===== src/nn_defs.svh =====
`ifndef NN_DEFS_SVH
`define NN_DEFS_SVH

// layer size
`define N_IN 16
`define N_OUT 8

// activation table and word width
`define LUT_DEPTH 1024
`define FIX_W 32

// host word address map
`define WB_AW 12
`define REG_CTRL 12'h000
`define REG_STATUS 12'h001
`define FEAT_BASE 12'h040
`define BIAS_BASE 12'h080
`define OUT_BASE 12'h0C0
`define LUT_BASE 12'h400
// weight of input i, neuron n at i * N_OUT + n
`define WGT_BASE 12'h800

`endif


===== src/fixed_pkg.sv =====
`include "nn_defs.svh"

package fixed_pkg;

	// Q16.16 signed value
	typedef logic signed [`FIX_W-1:0] fix_t;

	// full-width product before truncation
	typedef logic signed [2*`FIX_W-1:0] prod_t;

	// table index and fraction taken from the magnitude bits
	typedef logic [$clog2(`LUT_DEPTH)-1:0] lut_idx_t;
	typedef logic [7:0] frac_t;

	localparam fix_t FIX_ONE = 32'sh0001_0000;
	localparam fix_t FIX_HALF = 32'sh0000_8000;

endpackage


===== src/accel_pkg.sv =====
package accel_pkg;

	// activation selected in the control register
	typedef enum logic [1:0] {
		ACT_TANH = 2'd0,
		ACT_SIGMOID = 2'd1,
		ACT_RELU = 2'd2
	} act_mode_e;

	// sequencer states
	typedef enum logic [2:0] {
		ENG_IDLE,
		ENG_BIAS,
		ENG_MAC,
		ENG_ISSUE,
		ENG_DRAIN
	} eng_state_e;

	// host target decoded from the word address
	typedef enum logic [2:0] {
		RGN_CTRL,
		RGN_STATUS,
		RGN_FEAT,
		RGN_BIAS,
		RGN_OUT,
		RGN_LUT,
		RGN_WGT,
		RGN_NONE
	} region_e;

endpackage


===== src/accel_ifs.sv =====
`timescale 1ns/10ps
`include "nn_defs.svh"

// host access into the coefficient memories
interface host_mem_if import fixed_pkg::*, accel_pkg::*; ();
	logic wr_en;
	region_e rgn;
	// word offset inside the region
	logic [`WB_AW-1:0] addr;
	fix_t wdata;
	// valid one cycle after the request
	fix_t rdata;

	modport master (output wr_en, rgn, addr, wdata, input rdata);
	modport slave (input wr_en, rgn, addr, wdata, output rdata);
endinterface



===== src/wb_slave.sv =====
`timescale 1ns/10ps
`include "nn_defs.svh"

module wb_slave import fixed_pkg::*, accel_pkg::*; (
	input logic clk,
	input logic rst,
	input logic cyc_i,
	input logic stb_i,
	input logic we_i,
	input logic [`WB_AW-1:0] adr_i,
	input fix_t dat_i,
	output fix_t dat_o,
	output logic ack_o,
	host_mem_if.master mem,
	output logic start_o,
	output act_mode_e mode_o,
	input logic busy_i,
	input logic done_i
);

	region_e rgn;
	region_e rgn_q;
	logic [`WB_AW-1:0] base;
	logic req;
	logic ack_q;
	logic start_q;
	act_mode_e mode_q;

	// address decode into region and region base
	always_comb begin
		rgn = RGN_NONE;
		base = '0;
		if (adr_i == `REG_CTRL) begin
			rgn = RGN_CTRL;
		end else if (adr_i == `REG_STATUS) begin
			rgn = RGN_STATUS;
		end else if (adr_i >= `FEAT_BASE && adr_i < `FEAT_BASE + `N_IN) begin
			rgn = RGN_FEAT;
			base = `FEAT_BASE;
		end else if (adr_i >= `BIAS_BASE && adr_i < `BIAS_BASE + `N_OUT) begin
			rgn = RGN_BIAS;
			base = `BIAS_BASE;
		end else if (adr_i >= `OUT_BASE && adr_i < `OUT_BASE + `N_OUT) begin
			rgn = RGN_OUT;
			base = `OUT_BASE;
		end else if (adr_i >= `LUT_BASE && adr_i < `LUT_BASE + `LUT_DEPTH) begin
			rgn = RGN_LUT;
			base = `LUT_BASE;
		end else if (adr_i >= `WGT_BASE && adr_i < `WGT_BASE + `N_IN * `N_OUT) begin
			rgn = RGN_WGT;
			base = `WGT_BASE;
		end
	end

	// first cycle of a request, ack follows one clock later
	assign req = cyc_i & stb_i & ~ack_q;

	always_ff @(posedge clk) begin
		if (rst) begin
			ack_q <= 1'b0;
			rgn_q <= RGN_NONE;
			start_q <= 1'b0;
			mode_q <= ACT_TANH;
		end else begin
			ack_q <= req;
			if (req) begin
				rgn_q <= rgn;
			end
			// control writes are ignored during a run
			start_q <= 1'b0;
			if (req && we_i && rgn == RGN_CTRL && !busy_i) begin
				start_q <= dat_i[0];
				mode_q <= act_mode_e'(dat_i[2:1]);
			end
		end
	end

	// memory writes during a run are acked and dropped
	assign mem.wr_en = req & we_i & ~busy_i;
	assign mem.rgn = rgn;
	assign mem.addr = adr_i - base;
	assign mem.wdata = dat_i;

	always_comb begin
		case (rgn_q)
			RGN_CTRL: dat_o = {{(`FIX_W-3){1'b0}}, mode_q, 1'b0};
			RGN_STATUS: dat_o = {{(`FIX_W-2){1'b0}}, done_i, busy_i};
			default: dat_o = mem.rdata;
		endcase
	end

	assign ack_o = ack_q;
	assign start_o = start_q;
	assign mode_o = mode_q;

	a_ack_in_cycle: assert property (@(posedge clk) disable iff (rst) ack_o |-> cyc_i);

endmodule


===== src/flat_wrapper.sv =====
// flat-port wrapper written by rule: the top's interface ports become plain ports
module wb_slave_flat import fixed_pkg::*, accel_pkg::*;
  (clk, rst, cyc_i, stb_i, we_i, adr_i, dat_i, dat_o, ack_o, start_o, mode_o, busy_i, done_i, mem_wr_en, mem_rgn, mem_addr, mem_wdata, mem_rdata);
  host_mem_if mem_i ();
  input logic clk;
  input logic rst;
  input logic cyc_i;
  input logic stb_i;
  input logic we_i;
  input logic [`WB_AW-1:0] adr_i;
  input fix_t dat_i;
  output fix_t dat_o;
  output logic ack_o;
  output logic start_o;
  output act_mode_e mode_o;
  input logic busy_i;
  input logic done_i;
  output wire logic [$bits(mem_i.wr_en)-1:0] mem_wr_en;
  output wire logic [$bits(mem_i.rgn)-1:0] mem_rgn;
  output wire logic [$bits(mem_i.addr)-1:0] mem_addr;
  output wire logic [$bits(mem_i.wdata)-1:0] mem_wdata;
  input wire logic [$bits(mem_i.rdata)-1:0] mem_rdata;
  assign mem_wr_en = mem_i.wr_en;
  assign mem_rgn = mem_i.rgn;
  assign mem_addr = mem_i.addr;
  assign mem_wdata = mem_i.wdata;
  assign mem_i.rdata = mem_rdata;
  wb_slave u_core (.clk(clk), .rst(rst), .cyc_i(cyc_i), .stb_i(stb_i), .we_i(we_i), .adr_i(adr_i), .dat_i(dat_i), .dat_o(dat_o), .ack_o(ack_o), .mem(mem_i), .start_o(start_o), .mode_o(mode_o), .busy_i(busy_i), .done_i(done_i));
endmodule

===== config.mk =====
export PLATFORM = sky130hd
export DESIGN_NAME = wb_slave_flat
export DESIGN_NICKNAME = d
export VERILOG_FILES = /design/src/fixed_pkg.sv /design/src/accel_pkg.sv /design/src/accel_ifs.sv /design/src/wb_slave.sv /design/src/flat_wrapper.sv
export VERILOG_INCLUDE_DIRS = /design/src
export SDC_FILE = /design/constraint.sdc
export NUM_CORES = 1
export LEC_CHECK = 0
export BUFFER_PORTS_ARGS = -buffer_cell sky130_fd_sc_hd__buf_2
export CAP_MARGIN = 0
export CORE_AREA = 2 2 64 66
export DETAILED_ROUTE_END_ITERATION = 8
export DIE_AREA = 0 0 66 68
export PLACE_DENSITY = 0.8
export SYNTH_ARGS = -nofsm -noshare
export SYNTH_HDL_FRONTEND = slang
export SYNTH_SLANG_ARGS = --single-unit

===== constraint.sdc =====
create_clock -name clk -period 4.19 [get_ports clk]
set_clock_uncertainty 0.2 [all_clocks]
set_input_delay 0.838 -clock clk [delete_from_list [all_inputs] [get_ports clk]]
set_output_delay 0.838 -clock clk [all_outputs]
set_load 0.005 [all_outputs]

==> results.cfg <==
[synthesis]
synthTopCellsByCount = buf_4, nor2b_1, dfxtp_1, nor2_1
synth_edf_count = 0
synth-seq-cells = 7
ys_types = 37
syn_area_per_cell_um2 = 7.58
syn_nets = 232
synth_warnings = 0
syn_inst = 145
synth_top_area_share = 0.260
ys_seq_area_frac = 0.128
async_flop_share = 0
synthTopCellsByArea = buf_4, nor2b_1, dfxtp_1
synth_top_flop_cell = dfxtp_1
synth_top_area_cell = buf_4
synth_area_um2 = 1100
synth.most_common_cell = buf_4

[route]
drtPass1Iterations = 4
drc = 0
routed_wl_um = 3010
num_vias = 1181
ant_nets = 0
first_iter_violations = 55
wire_per_inst_um = 11.3
routed_via_density = 4.42

[clock_network]
htreeDepth = 1
clk_latency_ps = 230
cts_setup_buffers = 0
hold_buffers = 0
ctsResizeCount = 0
cts-root-buf = clkbuf_8
cts_max_path_buffers = 2
cts_tree = built
cts_inserted_buffers = 3
numClockSinks = 7
cts.clk_slew.worst_paths_ps = 40

[setup_path]
r2r_cells = 5
critical_path_class = in2out
crit_path_max_fanout = 3
worst_r2r_endpoint = u_core.mode_o[1]
cp_data_required_time_ps = 3150
start_kind = input pin
critPathLaunch = adr_i[10]
arrival_ps = 2970
worstSetupEndpointType = primary output
endpoint = mem_addr[11]
r2r_start = u_core.ack_o
r2r_setup_slack_ps = 2560

[timing]
max_freq_mhz = 250
worst_pin_slew_ps = 1140
final-setup-viol-count = 0
slew_viol_final = 0
holdWs_ps = 298
rsz0062_at_grt = false
maxSlewHeadroom = 0.240
hold_violations = 0
period_minus_slack_ps = 4010
final.period_utilization = 0.956
tns_ps = 0

[floorplanning]
die_height_um = 68
rows = 23
die_area_um2 = 4490
io_pins = 167
start_util = 0.285
core_um2 = 3860
die_x_um = 66

[cells_and_area]
finish.utilization = 0.379
area.growth.synth_to_final_pct = 32.9
fill_cells = 412
multi_input_area_um2 = 638
register_area_um2 = 140
drive_gt1_frac = 0.558
nets = 305
fin_cells = 267
diodes = 0

[pwr]
power_density_nw_per_um2 = 183
ir_drop_uv = 64.5
cellLeakagePower_nw = 0.804

[min_path]
hp-class = reg2reg
hp-start = u_core.mode_o[0]

[grt]
grt_max_degree = 34
overflow = 0
antenna_found_initial = 0
grt_pass1_wl_um = 4030
grt_pass1_vias = 938
track_usage = 0.115

[run_status]
status = complete, no violations

[placement]
place_inst = 263
port_buffers = 108
hpwl_um = 2580
place.gp.congestion = 0.675

[job]
maxCapViolations = 0
==> metal layers <==
layer	wire length [um]	track usage
met2	1490	0.205
met4	38	0.0587
met5	0	0
met3	306	0.0313
met1	1180	0.125
==> layout by cell type (no fill, tap or decap), drive strengths merged, types with 2 or more instances in the layout <==
cell and n:
xor2 2, o21ai 6, nand2 6, inv 7, nor2b 34, ha 3, nor2 7, dfxtp 7
nand3b 2, buf 109, a211o 3, a21oi 5, clkbuf 4, nand3 3
==> power breakdown <==
| part | switching [W] | internal, W |
|---|---|---|
| combinational | 0.0000447 | 0.0000568 |
| sequential | 0.00000229 | 0.0000692 |
| clock | 0.0000285 | 0.0000657 |
| total | 0.0000755 | 0.000192 |
==> per-stage QoR <==
stage / setup WS [ps] / power, W / cell area, um^2
finish: 183 / 0.000267 / 1460
CTS: 176 / 0.000271 / 1460
global placement: 237 / 0.000173 / 1420
global route: 56.7 / 0.000285 / 1460
floorplan: 372 / 0.000142 / 1100
detailed placement: 187 / 0.000175 / 1420
==> logic make-up after synthesis <==
kind of cell	Yosys count	share of synthesized area
AO/OA/AOI/OAI	20	0.134
AND/OR/NAND/NOR	62	0.359
flip-flops	7	0.128
XOR/XNOR	3	0.0239
adder cells (fa/ha/maj)	4	0.0524
multiplexers	1	0.00911
buffers and inverters	48	0.294
==> final cells by class <==
type                       count  area share
inverter                       7      0.0180
clock buffer                   4      0.0308
multi-input combinational     90       0.437
sequential                     7      0.0960
timing repair buffer         109       0.375
tap                           50      0.0428
==> sequential cells by signal, summed over array words and instances, names as in the netlist <==
register        flops
u_core.mode_o       2
u_core.rgn_q        3
u_core.start_o      1
u_core.ack_o        1
==> worst min path at each step <==
stage	end	slack, ps	cells past startpoint
after detailed placement	u_core.mode_o[0]	300	2
after floorplan	u_core.rgn_q[1]	270	1
after global routing	u_core.mode_o[0]	340	2
after CTS	u_core.mode_o[0]	300	2
final	u_core.mode_o[0]	300	2
after global placement	u_core.mode_o[0]	290	2
==> critical path, cell delays in order <==
cell     delay [ps]
buf_2           110
or3_4           400
nor4_4          180
nand2_1         110
ha_1            270
nor2b_1         140
or4_1           440
a21oi_1         200
xnor2_1         130
buf_2           130
Power figures use the tool's default switching activity.
