==> config.mk <==
export PLATFORM = sky130hd
export DESIGN_NAME = dense_engine_flat
export DESIGN_NICKNAME = d
export VERILOG_FILES = /design/src/fixed_pkg.sv /design/src/accel_pkg.sv /design/src/accel_ifs.sv /design/src/dense_engine.sv /design/src/flat_wrapper.sv
export VERILOG_INCLUDE_DIRS = /design/src
export SDC_FILE = /design/constraint.sdc
export NUM_CORES = 2
export LEC_CHECK = 0
export BUFFER_PORTS_ARGS = -buffer_cell sky130_fd_sc_hd__clkbuf_2
export CORE_UTILIZATION = 66
export CTS_CLUSTER_SIZE = 10
export DETAILED_ROUTE_END_ITERATION = 8
export PLACE_DENSITY = 0.87
export SETUP_SLACK_MARGIN = 0.02
export SLEW_MARGIN = 20
export SYNTH_ARGS = -nofsm -noshare
export SYNTH_HDL_FRONTEND = slang
export SYNTH_SLANG_ARGS = --single-unit
==> constraint.sdc <==
create_clock -name clk -period 13.49 [get_ports clk]
set_input_delay 2.0235 -clock clk [delete_from_list [all_inputs] [get_ports clk]]
set_output_delay 2.0235 -clock clk [all_outputs]
set_load 0.01 [all_outputs]
==> src/nn_defs.svh <==
`ifndef NN_DEFS_SVH
`define NN_DEFS_SVH

// layer size
`define N_IN 16
`define N_OUT 8

// activation table and word width
`define LUT_DEPTH 1024
`define FIX_W 32

// host word address map
`define WB_AW 12
`define REG_CTRL 12'h000
`define REG_STATUS 12'h001
`define FEAT_BASE 12'h040
`define BIAS_BASE 12'h080
`define OUT_BASE 12'h0C0
`define LUT_BASE 12'h400
// weight of input i, neuron n at i * N_OUT + n
`define WGT_BASE 12'h800

`endif

==> src/fixed_pkg.sv <==
`include "nn_defs.svh"

package fixed_pkg;

	// Q16.16 signed value
	typedef logic signed [`FIX_W-1:0] fix_t;

	// full-width product before truncation
	typedef logic signed [2*`FIX_W-1:0] prod_t;

	// table index and fraction taken from the magnitude bits
	typedef logic [$clog2(`LUT_DEPTH)-1:0] lut_idx_t;
	typedef logic [7:0] frac_t;

	localparam fix_t FIX_ONE = 32'sh0001_0000;
	localparam fix_t FIX_HALF = 32'sh0000_8000;

endpackage

==> src/accel_pkg.sv <==
package accel_pkg;

	// activation selected in the control register
	typedef enum logic [1:0] {
		ACT_TANH = 2'd0,
		ACT_SIGMOID = 2'd1,
		ACT_RELU = 2'd2
	} act_mode_e;

	// sequencer states
	typedef enum logic [2:0] {
		ENG_IDLE,
		ENG_BIAS,
		ENG_MAC,
		ENG_ISSUE,
		ENG_DRAIN
	} eng_state_e;

	// host target decoded from the word address
	typedef enum logic [2:0] {
		RGN_CTRL,
		RGN_STATUS,
		RGN_FEAT,
		RGN_BIAS,
		RGN_OUT,
		RGN_LUT,
		RGN_WGT,
		RGN_NONE
	} region_e;

endpackage

==> src/accel_ifs.sv <==
`timescale 1ns/10ps
`include "nn_defs.svh"


// neuron sums handed to the activation pipeline
interface act_if import fixed_pkg::*, accel_pkg::*; ();
	logic op_valid;
	fix_t op_sum;
	act_mode_e op_mode;
	logic [$clog2(`N_OUT)-1:0] op_idx;
	// one pulse per retired neuron
	logic res_valid;

	modport source (output op_valid, op_sum, op_mode, op_idx, input res_valid);
	modport sink (input op_valid, op_sum, op_mode, op_idx, output res_valid);
endinterface

==> src/dense_engine.sv <==
`timescale 1ns/10ps
`include "nn_defs.svh"

module dense_engine import fixed_pkg::*, accel_pkg::*; (
	input logic clk,
	input logic rst,
	input logic start_i,
	input act_mode_e mode_i,
	output logic [$clog2(`N_IN)-1:0] feat_addr_o,
	input fix_t feat_i,
	output logic [$clog2(`N_OUT)-1:0] bias_addr_o,
	input fix_t bias_i,
	output logic [$clog2(`N_IN*`N_OUT)-1:0] wgt_addr_o,
	input fix_t wgt_i,
	act_if.source act,
	output logic busy_o,
	output logic done_o
);

	localparam int IW = $clog2(`N_IN);
	localparam int NW = $clog2(`N_OUT);
	localparam int WW = $clog2(`N_IN * `N_OUT);

	eng_state_e state;
	logic [NW-1:0] n_cnt;
	// input address counter, one ahead of the data in ENG_MAC
	logic [IW:0] i_cnt;
	logic [NW:0] ret_cnt;
	logic done_q;
	fix_t acc;
	prod_t prod;
	fix_t term;

	// read addresses follow the counters, data returns next cycle
	assign feat_addr_o = i_cnt[IW-1:0];
	assign bias_addr_o = n_cnt;
	assign wgt_addr_o = WW'(i_cnt[IW-1:0]) * WW'(`N_OUT) + WW'(n_cnt);

	// product keeps bits 47..16
	assign prod = prod_t'(feat_i) * prod_t'(wgt_i);
	assign term = fix_t'(prod[47:16]);

	always_ff @(posedge clk) begin
		if (rst) begin
			state <= ENG_IDLE;
			n_cnt <= '0;
			i_cnt <= '0;
			ret_cnt <= '0;
			done_q <= 1'b0;
		end else begin
			if (act.res_valid) begin
				ret_cnt <= ret_cnt + 1'b1;
			end
			case (state)
				ENG_IDLE: begin
					if (start_i) begin
						state <= ENG_BIAS;
						n_cnt <= '0;
						i_cnt <= '0;
						ret_cnt <= '0;
						done_q <= 1'b0;
					end
				end
				ENG_BIAS: begin
					i_cnt <= 1;
					state <= ENG_MAC;
				end
				ENG_MAC: begin
					i_cnt <= i_cnt + 1'b1;
					if (i_cnt == (IW+1)'(`N_IN)) begin
						state <= ENG_ISSUE;
					end
				end
				ENG_ISSUE: begin
					i_cnt <= '0;
					if (n_cnt == NW'(`N_OUT - 1)) begin
						state <= ENG_DRAIN;
					end else begin
						n_cnt <= n_cnt + 1'b1;
						state <= ENG_BIAS;
					end
				end
				ENG_DRAIN: begin
					// wait for the pipeline to retire every neuron
					if (ret_cnt == (NW+1)'(`N_OUT)) begin
						state <= ENG_IDLE;
						done_q <= 1'b1;
					end
				end
				default: state <= ENG_IDLE;
			endcase
		end
	end

	// accumulator starts from the bias on the first product
	always_ff @(posedge clk) begin
		if (state == ENG_MAC) begin
			acc <= ((i_cnt == 1) ? bias_i : acc) + term;
		end
	end

	assign act.op_valid = (state == ENG_ISSUE);
	assign act.op_sum = acc;
	assign act.op_mode = mode_i;
	assign act.op_idx = n_cnt;

	assign busy_o = (state != ENG_IDLE);
	assign done_o = done_q;

	a_start_idle: assert property (@(posedge clk) disable iff (rst)
		start_i |-> !(state != ENG_IDLE && busy_o));

endmodule

==> src/flat_wrapper.sv <==
// flat-port wrapper written by rule: the top's interface ports become plain ports
module dense_engine_flat import fixed_pkg::*, accel_pkg::*;
  (clk, rst, start_i, mode_i, feat_addr_o, feat_i, bias_addr_o, bias_i, wgt_addr_o, wgt_i, busy_o, done_o, act_op_valid, act_op_sum, act_op_mode, act_op_idx, act_res_valid);
  act_if act_i ();
  input logic clk;
  input logic rst;
  input logic start_i;
  input act_mode_e mode_i;
  output logic [$clog2(`N_IN)-1:0] feat_addr_o;
  input fix_t feat_i;
  output logic [$clog2(`N_OUT)-1:0] bias_addr_o;
  input fix_t bias_i;
  output logic [$clog2(`N_IN*`N_OUT)-1:0] wgt_addr_o;
  input fix_t wgt_i;
  output logic busy_o;
  output logic done_o;
  output wire logic [$bits(act_i.op_valid)-1:0] act_op_valid;
  output wire logic [$bits(act_i.op_sum)-1:0] act_op_sum;
  output wire logic [$bits(act_i.op_mode)-1:0] act_op_mode;
  output wire logic [$bits(act_i.op_idx)-1:0] act_op_idx;
  input wire logic [$bits(act_i.res_valid)-1:0] act_res_valid;
  assign act_op_valid = act_i.op_valid;
  assign act_op_sum = act_i.op_sum;
  assign act_op_mode = act_i.op_mode;
  assign act_op_idx = act_i.op_idx;
  assign act_i.res_valid = act_res_valid;
  dense_engine u_core (.clk(clk), .rst(rst), .start_i(start_i), .mode_i(mode_i), .feat_addr_o(feat_addr_o), .feat_i(feat_i), .bias_addr_o(bias_addr_o), .bias_i(bias_i), .wgt_addr_o(wgt_addr_o), .wgt_i(wgt_i), .act(act_i), .busy_o(busy_o), .done_o(done_o));
endmodule
==> results.json <==
{
  "status": "complete, no violations",
  "wire_per_inst_um": 19.17,
  "ys_warn_count": 0,
  "fmax_ghz": 0.08902,
  "hold_class": "reg -> reg",
  "cts.hold.buffers_added": 0,
  "worstPathRequired_ns": 13.56,
  "netlist_area_sq_um": 32380,
  "clockRootBuffer": "clkbuf_16",
  "synth_most_common_cell": "fa_1",
  "cts.repair.resized": 0,
  "clock-sinks": 48,
  "first_global_vias": 26036,
  "start_kind": "input port",
  "postCtsSetupBuffers": 0,
  "syn-instance-count": 3465,
  "drv_slew": 0,
  "r2r-start": "u_core.i_cnt[0]",
  "fin_skew_ns": 0.01556,
  "cp.arrival_ns": 11.30,
  "slowest_delay_ns": 0.65,
  "drtIter0Drc": 1680,
  "fin_crit_sh_pct": 83.27,
  "hold_viol": 0,
  "synth_edf_count": 32,
  "slew_headroom_pct": 42.45,
  "h-tree-depth": 2,
  "viasPerCell": 5.706,
  "vias": 23154,
  "yosys.area.top_type_share_pct": 51.87,
  "grt_first_pass_wirelength_um": 131200,
  "fin_ws_ns": 2.257,
  "synth.largest_area_cell": "fa_1",
  "period_needed_ns": 11.23,
  "port_buffers": 151,
  "grt_max_degree": 34,
  "antenna_found_initial": 0,
  "std_cell_rows": 80,
  "pre_cts_slack_ns": 2.021,
  "synth-async-reset-ratio_pct": 0,
  "final_nets": 4588,
  "dpl.hpwl_um": 63720,
  "synth_area_leaders": "fa_1, inv_1, and2_1, ha_1, nand2_1",
  "numCtsBuffers": 5,
  "ys_seq_elements": 48,
  "synthesis.nets": 4611,
  "cap_violations": 0,
  "die_h_um": 223.5,
  "ys_seq_area_share_pct": 3.957,
  "synth_common_cells": "fa_1, inv_1, and2_1, nand2_1, ha_1",
  "finalWeightedCongestion": 0.9144,
  "num_io_pins": 156,
  "setup_viol": 0,
  "ant_nets": 0,
  "cts_max_path_buffers": 2,
  "layout-drive-gt1-share_pct": 6.477,
  "fp.dieW_um": 223.5,
  "path_clk_slew_ns": 0.07,
  "synth_cell_types": 71,
  "routed_wl_um": 77790,
  "fin_setup_tns_ns": 0,
  "area_growth_syn_to_layout_pct": 3.137,
  "max_slew.worst_pin.slew_ns": 0.8633,
  "die-area_sq_um": 49950,
  "critical_path_class": "in -> reg",
  "cp-end-kind": "flop",
  "ys.flop_type": "edfxtp_1",
  "grt_util_all_layers_pct": 33.84,
  "startpoint": "wgt_i[11]",
  "clkLatencyLatePin_ns": 0.31,
  "slowest_stage": "fa_1",
  "rsz0062_at_grt": "no",
  "start_util_pct": 67.40,
  "drc": 0,
  "cts_tree": "yes",
  "min_from": "u_core.done_o",
  "avgSynthCellArea_sq_um": 9.346,
  "antennaDiodeCount": 0,
  "path_max_fanout": 32,
  "cpMostUsedCell": "fa_1",
  "core_sq_um": 48050,
  "grt_overflow_total": 0,
  "dr.pass1.iters": 7
}
[routing by layer]
| metal | share of wire (%) | track usage (%) |
|---|---|---|
| met2 | 51 | 59.12 |
| met5 | 0 | 0 |
| met3 | 7.0 | 4.280 |
| met4 | 6.8 | 19.22 |
| met1 | 35 | 40.57 |
[worst paths after layout]
path | end | slack, ns | cells past startpoint
worst min-delay path | u_core.done_o | 0.49 | 2
worst max-delay path | u_core.act.op_sum[30] | 2.26 | 31
worst min register to register | u_core.done_o | 0.49 | 2
worst max register to register | u_core.act.op_sum[30] | 8.81 | 16
[stage by stage]
stage                     hold WS, ns  utilization [%]  area, sq um  std cells
after global placement         0.4752            69.12        33210       4050
after CTS                      0.4932            69.51        33400       4058
after floorplan                0.4792                -        32380       3465
final                          0.4863            69.51        33400       4058
after detailed placement       0.4833            69.12        33210       4050
after global routing           0.5202            69.51        33400       4058
[worst max-delay path, delay by kind of cell]
family                     cells  cell delay [ns]
adders and majority gates     10             4.76
AOI/OAI and AO/OA             12             2.61
and+or+nand+nor                4             1.05
buffers and inverters          3             0.56
xor gates and xnor gates       2             0.23
[cell usage in the layout (no fill, tap or decap), drive strengths merged, types with 5 or more instances in the layout]
cell,n
a211oi,5
a21o,32
a21oi,64
a31oi,6
and2,489
and3,6
buf,9
clkbuf,157
dfxtp,16
edfxtp,32
fa,839
ha,205
inv,815
mux2,31
nand2,429
nand2b,17
nand3,11
nand4,9
nor2,50
nor2b,17
nor3,8
o21a,9
o21ai,31
xnor2,78
xor2,24
[kinds of logic (layout without fill, tap and decap cells)]
group,count (synthesis),after routing,share of synthesized area [%]
AND/OR/NAND/NOR,1055,1055,16.72
XOR/XNOR,102,102,2.759
multiplexers,34,34,1.171
flip-flops,48,48,3.957
buffers and inverters,1004,982,11.83
adder cells (fa/ha/maj),1044,1044,59.79
AO/OA/AOI/OAI,178,178,3.779
[flip-flops by register name, indices dropped and copies added, names as in the netlist]
signal / cells
u_core.act.op_sum: 32
u_core.done_o: 1
u_core.act.op_idx: 3
u_core.state: 3
u_core.i_cnt: 5
u_core.ret_cnt: 4
[area by class of cell]
cell class / count / area, sq um
clock inverter: 2 / 38.79
fill: 3473 / 14650
sequential: 48 / 1281
multi-input combinational: 2413 / 27280
inverter: 814 / 3055
clock buffer: 6 / 150.1
tap: 615 / 769.5
timing repair buffer: 160 / 823.3
Power is left out: the tool's default activity adds up to more than one toggle a clock period on the data nets, which glitch-free logic cannot reach.
