`src/nn_defs.svh`:
```
`ifndef NN_DEFS_SVH
`define NN_DEFS_SVH

// layer size
`define N_IN 16
`define N_OUT 8

// activation table and word width
`define LUT_DEPTH 1024
`define FIX_W 32

// host word address map
`define WB_AW 12
`define REG_CTRL 12'h000
`define REG_STATUS 12'h001
`define FEAT_BASE 12'h040
`define BIAS_BASE 12'h080
`define OUT_BASE 12'h0C0
`define LUT_BASE 12'h400
// weight of input i, neuron n at i * N_OUT + n
`define WGT_BASE 12'h800

`endif

```
`src/fixed_pkg.sv`:
```
`include "nn_defs.svh"

package fixed_pkg;

	// Q16.16 signed value
	typedef logic signed [`FIX_W-1:0] fix_t;

	// full-width product before truncation
	typedef logic signed [2*`FIX_W-1:0] prod_t;

	// table index and fraction taken from the magnitude bits
	typedef logic [$clog2(`LUT_DEPTH)-1:0] lut_idx_t;
	typedef logic [7:0] frac_t;

	localparam fix_t FIX_ONE = 32'sh0001_0000;
	localparam fix_t FIX_HALF = 32'sh0000_8000;

endpackage

```
`src/accel_pkg.sv`:
```
package accel_pkg;

	// activation selected in the control register
	typedef enum logic [1:0] {
		ACT_TANH = 2'd0,
		ACT_SIGMOID = 2'd1,
		ACT_RELU = 2'd2
	} act_mode_e;

	// sequencer states
	typedef enum logic [2:0] {
		ENG_IDLE,
		ENG_BIAS,
		ENG_MAC,
		ENG_ISSUE,
		ENG_DRAIN
	} eng_state_e;

	// host target decoded from the word address
	typedef enum logic [2:0] {
		RGN_CTRL,
		RGN_STATUS,
		RGN_FEAT,
		RGN_BIAS,
		RGN_OUT,
		RGN_LUT,
		RGN_WGT,
		RGN_NONE
	} region_e;

endpackage

```
`src/accel_ifs.sv`:
```
`timescale 1ns/10ps
`include "nn_defs.svh"


// neuron sums handed to the activation pipeline
interface act_if import fixed_pkg::*, accel_pkg::*; ();
	logic op_valid;
	fix_t op_sum;
	act_mode_e op_mode;
	logic [$clog2(`N_OUT)-1:0] op_idx;
	// one pulse per retired neuron
	logic res_valid;

	modport source (output op_valid, op_sum, op_mode, op_idx, input res_valid);
	modport sink (input op_valid, op_sum, op_mode, op_idx, output res_valid);
endinterface

```
`src/activation_unit.sv`:
```
`timescale 1ns/10ps
`include "nn_defs.svh"

module activation_unit import fixed_pkg::*, accel_pkg::*; (
	input logic clk,
	input logic rst,
	act_if.sink act,
	output lut_idx_t lut_idx_o,
	input fix_t lut_lo_i,
	input fix_t lut_hi_i,
	output logic res_valid_o,
	output logic [$clog2(`N_OUT)-1:0] res_idx_o,
	output fix_t res_data_o
);

	localparam int NW = $clog2(`N_OUT);
	localparam int FW = $bits(frac_t);
	// magnitudes at or past the table end saturate
	localparam logic [`FIX_W-1:0] SAT_LIM = `LUT_DEPTH << FW;

	fix_t pre;
	fix_t v;
	logic s1_valid, s2_valid;
	act_mode_e s1_mode, s2_mode;
	logic [NW-1:0] s1_idx, s2_idx;
	logic s1_neg, s2_neg;
	logic [`FIX_W-1:0] s1_abs;
	fix_t s1_pre, s2_pre;
	fix_t s2_mag;
	frac_t frac;
	logic [FW:0] w_lo;
	logic sat;
	prod_t interp;
	fix_t signed_mag;
	fix_t res_n;

	// stage 1: weight scale, sigmoid halving, magnitude
	assign pre = act.op_sum >>> 8;
	assign v = (act.op_mode == ACT_SIGMOID) ? (pre >>> 1) : pre;

	always_ff @(posedge clk) begin
		s1_mode <= act.op_mode;
		s1_idx <= act.op_idx;
		s1_pre <= pre;
		s1_neg <= v[`FIX_W-1];
		s1_abs <= v[`FIX_W-1] ? -v : v;
	end

	// stage 2: interpolate between entries i and i+1
	assign lut_idx_o = s1_abs[FW +: $bits(lut_idx_t)];
	assign frac = s1_abs[FW-1:0];
	assign w_lo = (FW+1)'(1 << FW) - frac;
	assign sat = (s1_abs >= SAT_LIM);
	assign interp = prod_t'(lut_lo_i) * prod_t'(w_lo) + prod_t'(lut_hi_i) * prod_t'(frac);

	always_ff @(posedge clk) begin
		s2_mode <= s1_mode;
		s2_idx <= s1_idx;
		s2_pre <= s1_pre;
		s2_neg <= s1_neg;
		s2_mag <= sat ? FIX_ONE : fix_t'(interp >>> FW);
	end

	// stage 3: sign back, then the selected form
	assign signed_mag = s2_neg ? -s2_mag : s2_mag;

	always_comb begin
		case (s2_mode)
			ACT_SIGMOID: res_n = (signed_mag >>> 1) + FIX_HALF;
			ACT_RELU: res_n = s2_pre[`FIX_W-1] ? '0 : s2_pre;
			default: res_n = signed_mag;
		endcase
	end

	always_ff @(posedge clk) begin
		res_idx_o <= s2_idx;
		res_data_o <= res_n;
	end

	always_ff @(posedge clk) begin
		if (rst) begin
			s1_valid <= 1'b0;
			s2_valid <= 1'b0;
			res_valid_o <= 1'b0;
		end else begin
			s1_valid <= act.op_valid;
			s2_valid <= s1_valid;
			res_valid_o <= s2_valid;
		end
	end

	assign act.res_valid = res_valid_o;

	// every valid operand must present a known table index
	a_lut_range: assert property (@(posedge clk) disable iff (rst)
		s1_valid |-> !$isunknown(lut_idx_o));

endmodule

```
`src/flat_wrapper.sv`:
```
// flat-port wrapper written by rule: the top's interface ports become plain ports
module activation_unit_flat import fixed_pkg::*, accel_pkg::*;
  (clk, rst, lut_idx_o, lut_lo_i, lut_hi_i, res_valid_o, res_idx_o, res_data_o, act_op_valid, act_op_sum, act_op_mode, act_op_idx, act_res_valid);
  act_if act_i ();
  input logic clk;
  input logic rst;
  output lut_idx_t lut_idx_o;
  input fix_t lut_lo_i;
  input fix_t lut_hi_i;
  output logic res_valid_o;
  output logic [$clog2(`N_OUT)-1:0] res_idx_o;
  output fix_t res_data_o;
  input wire logic [$bits(act_i.op_valid)-1:0] act_op_valid;
  input wire logic [$bits(act_i.op_sum)-1:0] act_op_sum;
  input wire logic [$bits(act_i.op_mode)-1:0] act_op_mode;
  input wire logic [$bits(act_i.op_idx)-1:0] act_op_idx;
  output wire logic [$bits(act_i.res_valid)-1:0] act_res_valid;
  assign act_i.op_valid = act_op_valid;
  assign act_i.op_sum = act_op_sum;
  assign act_i.op_mode = act_op_mode;
  assign act_i.op_idx = act_op_idx;
  assign act_res_valid = act_i.res_valid;
  activation_unit u_core (.clk(clk), .rst(rst), .act(act_i), .lut_idx_o(lut_idx_o), .lut_lo_i(lut_lo_i), .lut_hi_i(lut_hi_i), .res_valid_o(res_valid_o), .res_idx_o(res_idx_o), .res_data_o(res_data_o));
endmodule
```
`config.mk`:
```
export PLATFORM = sky130hd
export DESIGN_NAME = activation_unit_flat
export DESIGN_NICKNAME = d
export VERILOG_FILES = /design/src/fixed_pkg.sv /design/src/accel_pkg.sv /design/src/accel_ifs.sv /design/src/activation_unit.sv /design/src/flat_wrapper.sv
export VERILOG_INCLUDE_DIRS = /design/src
export SDC_FILE = /design/constraint.sdc
export NUM_CORES = 1
export LEC_CHECK = 0
export BUFFER_PORTS_ARGS = -buffer_cell sky130_fd_sc_hd__clkbuf_2
export CORE_MARGIN = 2
export CORE_UTILIZATION = 25
export DETAILED_ROUTE_END_ITERATION = 8
export PLACE_DENSITY = 0.48
export SLEW_MARGIN = 20
export SYNTH_ARGS = -nofsm -noshare
export SYNTH_HDL_FRONTEND = slang
export SYNTH_SLANG_ARGS = --single-unit
```
`constraint.sdc`:
```
create_clock -name clk -period 9.49 [get_ports clk]
set_input_delay 1.898 -clock clk [delete_from_list [all_inputs] [get_ports clk]]
set_output_delay 1.898 -clock clk [all_outputs]
set_load 0.01 [all_outputs]
```
==> results of run 1 <==
==> worst max-delay path: cells and delay by family (launching register included) <==
family,cells,cell delay [ps]
AO/OA/AOI/OAI,7,1500
XOR/XNOR,1,200
adder cells (fa/ha/maj),7,3400
buffers and inverters,5,480
flip-flops,1,500
AND/OR/NAND/NOR,5,1700
==> path summary, 6_finish.rpt <==
kind | from | to | slack (ps) | depth (start not counted)
worst min-delay path | u_core.s1_pre[22] | u_core.s2_pre[22] | 320 | 0
worst min register to register | u_core.s1_pre[22] | u_core.s2_pre[22] | 320 | 0
worst max-delay path | u_core.s1_abs[2] | u_core.s2_mag[31] | 1620 | 25
worst max register to register | u_core.s1_abs[2] | u_core.s2_mag[31] | 1620 | 25
==> registers in the layout, summed over array words and instances, names as in the netlist <==
name and count:
u_core.res_data_o 32, u_core.s1_abs 32, u_core.s2_mag 32, u_core.s1_pre 23, u_core.s2_pre 23, u_core.res_idx_o 3
u_core.s1_idx 3, u_core.s2_idx 3, u_core.s1_mode 2, u_core.s2_mode 2, u_core.act.res_valid 1, u_core.s1_neg 1
u_core.s1_valid 1, u_core.s2_neg 1, u_core.s2_valid 1
==> per-layer routing <==
metal	routed length, um	vias to the layer above	share of wire	track usage
met5	80	-	0.0013	0
met4	522	12	0.0082	0.01969
met3	2178	43	0.034	0.01797
met2	28650	217	0.45	0.2081
met1	32330	8630	0.51	0.1886
li1	-	8402	-	-
==> cell families (layout without fill, tap and decap cells) <==
family,Yosys count,after routing
flops,160,160
xor+xnor,93,93
simple gates,841,841
buf+inv,793,877
fa+ha+maj,631,631
compound gates,256,256
other cells,1,8
mux,6,6
==> cell type report <==
| type | instances | area (um^2) | share of cell area |
|---|---|---|---|
| repair buffers | 166 | 890.9 | 0.03239 |
| clock buffers | 17 | 425.4 | 0.01547 |
| flip-flops and latches | 160 | 3204 | 0.1165 |
| clock inverters | 15 | 182.7 | 0.006641 |
| well taps | 1287 | 1610 | 0.05854 |
| inverters | 679 | 2549 | 0.09266 |
| multi-input cells | 1835 | 18640 | 0.6778 |
==> stage by stage <==
step           std cells  hold slack, ps  cell area (um^2)
6_report            4159           321.1             27510
4_1_cts             4159           325.9             27510
3_5_place_dp        4127           312.1             26900
3_3_place_gp        4127           310.8             26900
5_1_grt             4159           333.5             27510
2_1_floorplan       2788           309.6             24820
==> Yosys cell counts (13+ instances only) <==
| cell | instances |
|---|---|
| dfxtp_1 | 160 |
| a21oi_1 | 69 |
| nor3_1 | 18 |
| a22oi_1 | 18 |
| nand3_1 | 21 |
| nor2b_1 | 13 |
| a21o_1 | 21 |
| xor2_1 | 33 |
| ha_1 | 138 |
| clkbuf_1 | 93 |
| xnor2_1 | 58 |
| o21ai_0 | 55 |
| inv_1 | 679 |
| nor2_1 | 72 |
| nand2_1 | 304 |
| and2_1 | 331 |
| fa_1 | 493 |
==> impl_metrics.csv, run 1 <==
group,metric,value,unit
die,ios,151,
routing,drt_iter0_drc,627,
synthesis,yosys-top-cells-area,"fa_1, dfxtp_1, inv_1",
synthesis,synth-seq-cells,160,
finish,drive_above_1_share,0.08148,
synthesis,synth_area,24790,um^2
timing,hold_violations,0,
synthesis,syn_inst,2781,
synthesis,yosysWarningCount,0,
global_route,grt_max_degree,62,
setup_path,cp_data_arrival_time,8240,ps
setup_path,worstPathRequired,9860,ps
routing,wl,63.76,mm
setup_path,critPathKind,"flip-flop to flip-flop",
routing,ant_nets,0,
place,gp_congestion,0.7769,
timing,slew_headroom,0.3852,
timing,timing.final.crit_period,7875,ps
timing,finalSetupTns,0,ps
global_route,grt_overflow_total,0,
finish,fin_nets,3594,
global_route,antenna_found_initial,7,
place,place_ws,1232,ps
setup_path,cpPeakStageDelay,710,ps
place,dp_hpwl,55.67,mm
timing,setup_viol,0,
synthesis,synth_edf_count,0,
setup_path,crit_slowest_cell,"nor4_1",
clocking,root_buffer,"clkbuf_16",
finish,area_growth,10.95,%
timing,clock.fmax,0.1270,GHz
synthesis,synth.area.mux_share,0.002423,
synthesis,synthSimpleGateAreaFrac,0.1761,
synthesis,yosys.area.top_type_share,0.3981,
global_route,track_usage,0.1299,
finish,layout_commonest_cell,"inv_1",
finish,nFillCells,10510,
synthesis,yosysTopAreaCell,"fa_1",
place,io_buffers,142,
synthesis,synthXorXnorAreaFrac,0.03346,
worst_hold_path,holdCritPathClass,"flip-flop to flip-flop",
clocking,cts_hold_buf,0,
die,core_area,98280,um^2
clocking,path_clk_slew,70,ps
setup_path,cp_max_fo,32,
finish,fin_util,0.2799,
global_route,grt_pass1_wl,105.5,mm
job,maxCapViolCount,0,
synthesis,syn_avg_cell_area,8.915,um^2
clocking,post_cts_buffers,0,
synthesis,synth_compound_area_frac,0.06854,
routing,drt-vias-per-instance,4.161,
die,initial_utilization,0.2523,
finish,antennaDiodeCount,0,
timing,slew_viol_final,0,
run_status,status,"finished, final reports clean",
clocking,cts_sinks,160,
clocking,cts_buffers,17,
synthesis,synth_top_family_by_area,"adder cells",
clocking,cts_tree,"done",
synthesis,ys.flop_type,"dfxtp_1",
clocking,worstSkewPairLatency,450,ps
routing,avgRoutedWirePerCell,15.33,um
routing,num_vias,17300,
clocking,cts.path.max_buffers,2,
global_route,grt_pass1_vias,18600,
synthesis,yosys.area_share.adder,0.4678,
synthesis,ys_async_sr_fraction,0,
timing,min_period_over_period,0.8298,
die,dieWidth,318.9,um
timing,worst_slack,1615,ps
routing,drc,0,
setup_path,endpoint_kind,"flip-flop",
clocking,cts_resized,0,
setup_path,crit_top_cell,"fa_1",
timing,worstMarginPinSlew,917.7,ps
routing,dr.pass1.iters,5,
die,dieHeight,318.9,um
synthesis,ys_types,72,
finish,layout_common_cells,"inv_1, fa_1, and2_1",
setup_path,critPathLaunchType,"flip-flop",
synthesis,ys_seq_area_frac,0.1292,
timing,rsz0062_at_grt,"no",
die,fp-row-count,115,
die,die-area,101700,um^2
clocking,htree_levels,4,
timing,finClkSkew,9.374,ps
Power of run 1 is not shown: default switching activity piles up to over one toggle a cycle in this logic, so the estimate is an artifact.
==> run 2: changes to the inputs <==
- ABC_AREA: not set -> 1
- clock period: 9.49 -> 7.9 ns (I/O delays scaled with it)
==> run 2 against run 1 <==
Against the previous run: critical path depth increased by 3; register-to-register slack worse by 1100 ps; maximum frequency grew 7.2%; flip-flop and latch count did not move; largest cell class unchanged; highest routed layer unchanged.
==> impl_metrics.csv, run 2 <==
group,metric,value,unit
setup_path,crit_top_cell,"nand2_1",
setup_path,critPathKind,"flip-flop to flip-flop",
timing,worstMarginPinSlew,1021,ps
synthesis,synth-seq-cells,160,
timing,clock.fmax,0.1361,GHz
die,fp-row-count,117,
job,maxCapViolCount,0,
finish,fin_nets,4163,
synthesis,ys_seq_area_frac,0.1243,
place,io_buffers,142,
clocking,cts_sinks,160,
routing,drc,0,
synthesis,synth_edf_count,0,
clocking,worstSkewPairLatency,420,ps
timing,slew_headroom,0.3145,
setup_path,critPathLaunchType,"flip-flop",
die,core_area,102000,um^2
routing,dr.pass1.iters,5,
finish,drive_above_1_share,0.08951,
clocking,htree_levels,4,
timing,finalSetupTns,0,ps
timing,hold_violations,0,
finish,reg_top3,"u_core.res_data_o: 32 flops, u_core.s1_abs: 32 flops, u_core.s2_mag: 32 flops",
die,ios,151,
synthesis,syn_inst,3354,
run_status,status,"finished, final reports clean",
timing,min_period_over_period,0.9300,
place,gp_congestion,0.8735,
clocking,cts_resized,0,
setup_path,endpoint_kind,"flip-flop",
worst_hold_path,hold_depth,0,
routing,drt_iter0_drc,1006,
finish,layout_commonest_cell,"inv_1",
timing,timing.final.crit_period,7347,ps
synthesis,ys_async_sr_fraction,0,
setup_path,crit_end,"u_core.s2_mag[31]",
finish,fin_util,0.2792,
synthesis,synth_area,25760,um^2
global_route,grt_pass1_wl,117.8,mm
timing,slew_viol_final,0,
routing,wl,72.02,mm
synthesis,yosysTopAreaCell,"fa_1",
timing,finClkSkew,10.12,ps
synthesis,yosys.cell_count.top_type,"inv_1",
die,initial_utilization,0.2525,
setup_path,cp_data_arrival_time,7660,ps
setup_path,crit_slowest_cell,"clkinv_1",
clocking,post_cts_buffers,0,
timing,rsz0062_at_grt,"no",
setup_path,crit-reg2reg-launch,"u_core.s1_abs[1]",
setup_path,critPathTopFamily,"adder cells",
setup_path,cp_num_buf_inv,4,
synthesis,syn_avg_cell_area,7.681,um^2
timing,setup_viol,0,
global_route,grt_pass1_vias,21600,
synthesis,yosys.area.top_type_share,0.3831,
synthesis,ys.flop_type,"dfxtp_1",
setup_path,worstReg2RegEnd,"u_core.s2_mag[31]",
routing,num_vias,19890,
die,dieHeight,325.0,um
finish,layout_common_cells,"inv_1, nand2_1, fa_1",
clocking,root_buffer,"clkbuf_16",
place,dp_hpwl,61.89,mm
synthesis,yosysWarningCount,0,
die,dieWidth,325.0,um
clocking,cts.path.max_buffers,2,
global_route,antenna_found_initial,9,
setup_path,critPathLaunch,"u_core.s1_abs[1]",
setup_path,r2r_setup_slack,550,ps
clocking,cts_buffers,17,
routing,ant_nets,0,
setup_path,cpPeakStageDelay,670,ps
synthesis,yosys-top-cells-area,"fa_1, inv_1, dfxtp_1",
finish,area_growth,10.60,%
setup_path,worstPathRequired,8210,ps
setup_path,cp_num_cells,28,
synthesis,ys_types,51,
clocking,cts_hold_buf,0,
die,die-area,105600,um^2
routing,drt-vias-per-instance,4.135,
global_route,grt_overflow_total,0,
global_route,track_usage,0.1404,
routing,avgRoutedWirePerCell,14.97,um
synthesis,yosys-top-cells-count,"inv_1, nand2_1, fa_1",
clocking,path_clk_slew,60,ps
clocking,cts_tree,"done",
worst_hold_path,holdCritPathClass,"flip-flop to flip-flop",
timing,whs,324.9,ps
global_route,grt_max_degree,43,
setup_path,cp_max_fo,10,
setup_path,worstRegToRegCells,28,
[run 2: changes by cell type in the layout (fill, tap and decap cells not counted), moves of 12 or more]
cell and change:
nor2_2 +28, and2_1 -330, inv_2 +14, nor2_1 +271, xnor2_1 -34, o21ai_1 +13, nand2_2 +22, inv_1 +281
nor2b_1 -12, nand3_1 +62, nand2_1 +349
[run 2: layer usage]
| layer | vias to the layer above | part of all wire | wire length, um | global-route usage |
|---|---|---|---|---|
| met2 | 294 | 0.51 | 36770 | 0.2591 |
| li1 | 9712 | - | - | - |
| met5 | - | 0.0012 | 85 | 0 |
| met3 | 93 | 0.033 | 2354 | 0.01659 |
| met4 | 14 | 0.022 | 1619 | 0.03200 |
| met1 | 9774 | 0.43 | 31190 | 0.1734 |
[run 2: how the worst min path moves through the flow]
stage,start,endpoint,slack (ps)
floorplan,u_core.s2_idx[0],u_core.res_idx_o[0],310
global placement,u_core.s1_idx[0],u_core.s2_idx[0],310
detailed placement,u_core.s1_idx[1],u_core.s2_idx[1],310
CTS,u_core.s1_pre[1],u_core.s2_pre[1],320
global route,u_core.s1_pre[1],u_core.s2_pre[1],330
finish,u_core.s1_neg,u_core.s2_neg,320
[run 2: area by class of cell]
| type | count | area, um^2 |
|---|---|---|
| diodes | 1 | 2.502 |
| clock buffers | 19 | 442.9 |
| clock inverters | 13 | 171.4 |
| fillers | 11310 | 73540 |
| inverters | 978 | 3671 |
| multi-input cells | 2104 | 18380 |
| flip-flops and latches | 160 | 3206 |
| well taps | 1368 | 1712 |
| repair buffers | 167 | 910.9 |
[run 2: metrics by stage]
| step | area [um^2] | setup slack, ps | std cells |
|---|---|---|---|
| floorplan | 25790 | 1241 | 3361 |
| global placement | 27870 | 476.5 | 4777 |
| detailed placement | 27870 | 450.9 | 4777 |
| CTS | 28490 | 499.3 | 4809 |
| global route | 28490 | 47.21 | 4810 |
| finish | 28490 | 552.6 | 4810 |
[run 2: cell families after synthesis]
family                     count (synthesis)  share of synthesized area
and+or+nand+nor                         1199                     0.1947
buffers and inverters                   1097                     0.1642
other                                      1                  0.0001456
DFF                                      160                     0.1243
adders and majority gates                631                     0.4501
AOI/OAI and AO/OA                        216                    0.04920
xor gates and xnor gates                  50                    0.01729
Power of run 2 is left out for the same reason.
==> run 3: changes to the inputs <==
- MAX_ROUTING_LAYER: not set -> met4
==> run 3 against run 2 <==
Against the previous run: maximum frequency shrank 0.32%; clock-buffer cell count is the same; clock skew shrank 1.8 ps; worst setup slack lost 24 ps; sequential share of layout area is essentially flat; wire length grew 0.17%.
==> impl_metrics.csv, run 3 (synthesized netlist as in run 2, its figures left out) <==
group,metric,value,unit
finish,nFillCells,11300,
clocking,post_cts_buffers,0,
finish,multi_input_area,18380,um^2
clocking,cts_hold_buf,0,
worst_hold_path,hold_start,"u_core.s1_neg",
global_route,antenna_found_initial,9,
run_status,status,"finished, final reports clean",
worst_hold_path,holdCritPathClass,"flip-flop to flip-flop",
setup_path,crit_slowest_cell,"clkinv_1",
routing,dr.max_layer_used,"met4",
clocking,path_clk_slew,60,ps
timing,setup_viol,0,
setup_path,r2r_setup_slack,530,ps
routing,num_vias,19930,
clocking,root_buffer,"clkbuf_16",
timing,finalSetupTns,0,ps
clocking,worstSkewPairLatency,420,ps
routing,drc,0,
finish,drive_above_1_share,0.08951,
die,ios,151,
place,gp_congestion,0.8878,
routing,wl_met2,36.74,mm
setup_path,crit-reg2reg-launch,"u_core.s1_abs[1]",
timing,clock.fmax,0.1357,GHz
setup_path,cpPeakStageDelay,690,ps
setup_path,worstRegToRegCells,28,
finish,layout_commonest_cell,"inv_1",
finish,fin_nets,4163,
routing,wl,72.15,mm
timing,slew_viol_final,0,
routing,wl_met3,2.545,mm
clocking,cts.path.max_buffers,2,
setup_path,endpoint_kind,"flip-flop",
routing,avgRoutedWirePerCell,14.98,um
job,maxCapViolCount,0,
die,dieWidth,325.0,um
routing,drt-vias-per-instance,4.138,
setup_path,critPathKind,"flip-flop to flip-flop",
setup_path,worstReg2RegEnd,"u_core.s2_mag[31]",
clocking,cts_resized,0,
routing,wl_met1,31.20,mm
finish,layout_common_cells,"inv_1, nand2_1, fa_1",
timing,finClkSkew,8.333,ps
place,io_buffers,142,
global_route,grt_pass1_wl,117.4,mm
setup_path,cp_max_fo,10,
die,initial_utilization,0.2525,
global_route,grt_overflow_total,0,
clocking,htree_levels,4,
setup_path,crit_top_cell,"nand2_1",
setup_path,worstPathRequired,8210,ps
die,core_area,102000,um^2
timing,hold_violations,0,
global_route,grt_pass1_vias,21570,
timing,timing.final.crit_period,7371,ps
die,fp-row-count,117,
die,die-area,105600,um^2
routing,dr.pass1.iters,5,
global_route,grt_max_degree,43,
timing,slew_headroom,0.2999,
finish,reg_top3,"u_core.res_data_o: 32 flops, u_core.s1_abs: 32 flops, u_core.s2_mag: 32 flops",
setup_path,cp_data_arrival_time,7680,ps
routing,drt_iter0_drc,1037,
die,dieHeight,325.0,um
clocking,cts_sinks,160,
routing,ant_nets,0,
setup_path,cp_num_buf_inv,4,
timing,worstMarginPinSlew,1043,ps
worst_hold_path,hold_depth,0,
timing,min_period_over_period,0.9330,
global_route,track_usage,0.1444,
finish,regArea,3206,um^2
timing,rsz0062_at_grt,"no",
setup_path,critPathLaunchType,"flip-flop",
worst_hold_path,hold_end,"u_core.s2_neg",
clocking,cts_buffers,17,
clocking,cts_tree,"done",
place,dp_hpwl,61.89,mm
setup_path,critPathTopFamily,"adder cells",
finish,area_growth,10.67,%
run 3: cell count changes in the layout (fill, tap and decap cells not counted):
cell,previous run,this run
diode_2,1,8
run 3: worst register-to-register path, delay by kind of cell (launching register included):
kind	cells	cell delay [ps]
fa+ha+maj	7	3450
compound gates	4	950
buf+inv	4	840
flops	1	330
simple gates	13	1690
run 3: area by class of cell:
type	count	share of cell area
Sequential cell	160	0.1124
Antenna cell	8	0.0007022
Timing Repair Buffer	167	0.03195
Tap cell	1368	0.06004
Inverter	978	0.1288
Clock buffer	19	0.01554
Clock inverter	13	0.006012
Multi-Input combinational cell	2104	0.6446
run 3: through the flow:
stage	setup WS (ps)	instance area [um^2]	hold slack, ps	std cells	util
floorplan	1241	25790	309.6	3361	-
global placement	476.5	27870	310.1	4777	0.2732
detailed placement	450.9	27870	312.1	4777	0.2732
CTS	499.3	28490	324.0	4809	0.2792
global route	47.28	28510	329.2	4817	0.2794
finish	529.1	28510	324.9	4817	0.2794
run 3: worst max-delay path by stage:
| stage | startpoint | endpoint | slack, ps | depth (start not counted) |
|---|---|---|---|---|
| after floorplan | lut_hi_i[31] | u_core.s2_mag[30] | 1240 | 22 |
| after global placement | lut_lo_i[31] | u_core.s2_mag[31] | 480 | 23 |
| after detailed placement | lut_lo_i[31] | u_core.s2_mag[31] | 450 | 23 |
| after CTS | u_core.s1_abs[1] | u_core.s2_mag[31] | 500 | 28 |
| after global routing | u_core.s1_abs[1] | u_core.s2_mag[31] | 50 | 29 |
| final | u_core.s1_abs[1] | u_core.s2_mag[31] | 530 | 28 |
run 3: layer usage:
metal | vias to the layer above | GRT usage
met5 | - | -
met4 | 0 | 0.03362
met3 | 84 | 0.01646
met2 | 328 | 0.2584
met1 | 9787 | 0.1729
li1 | 9734 | -
Power of run 3 is left out for the same reason.
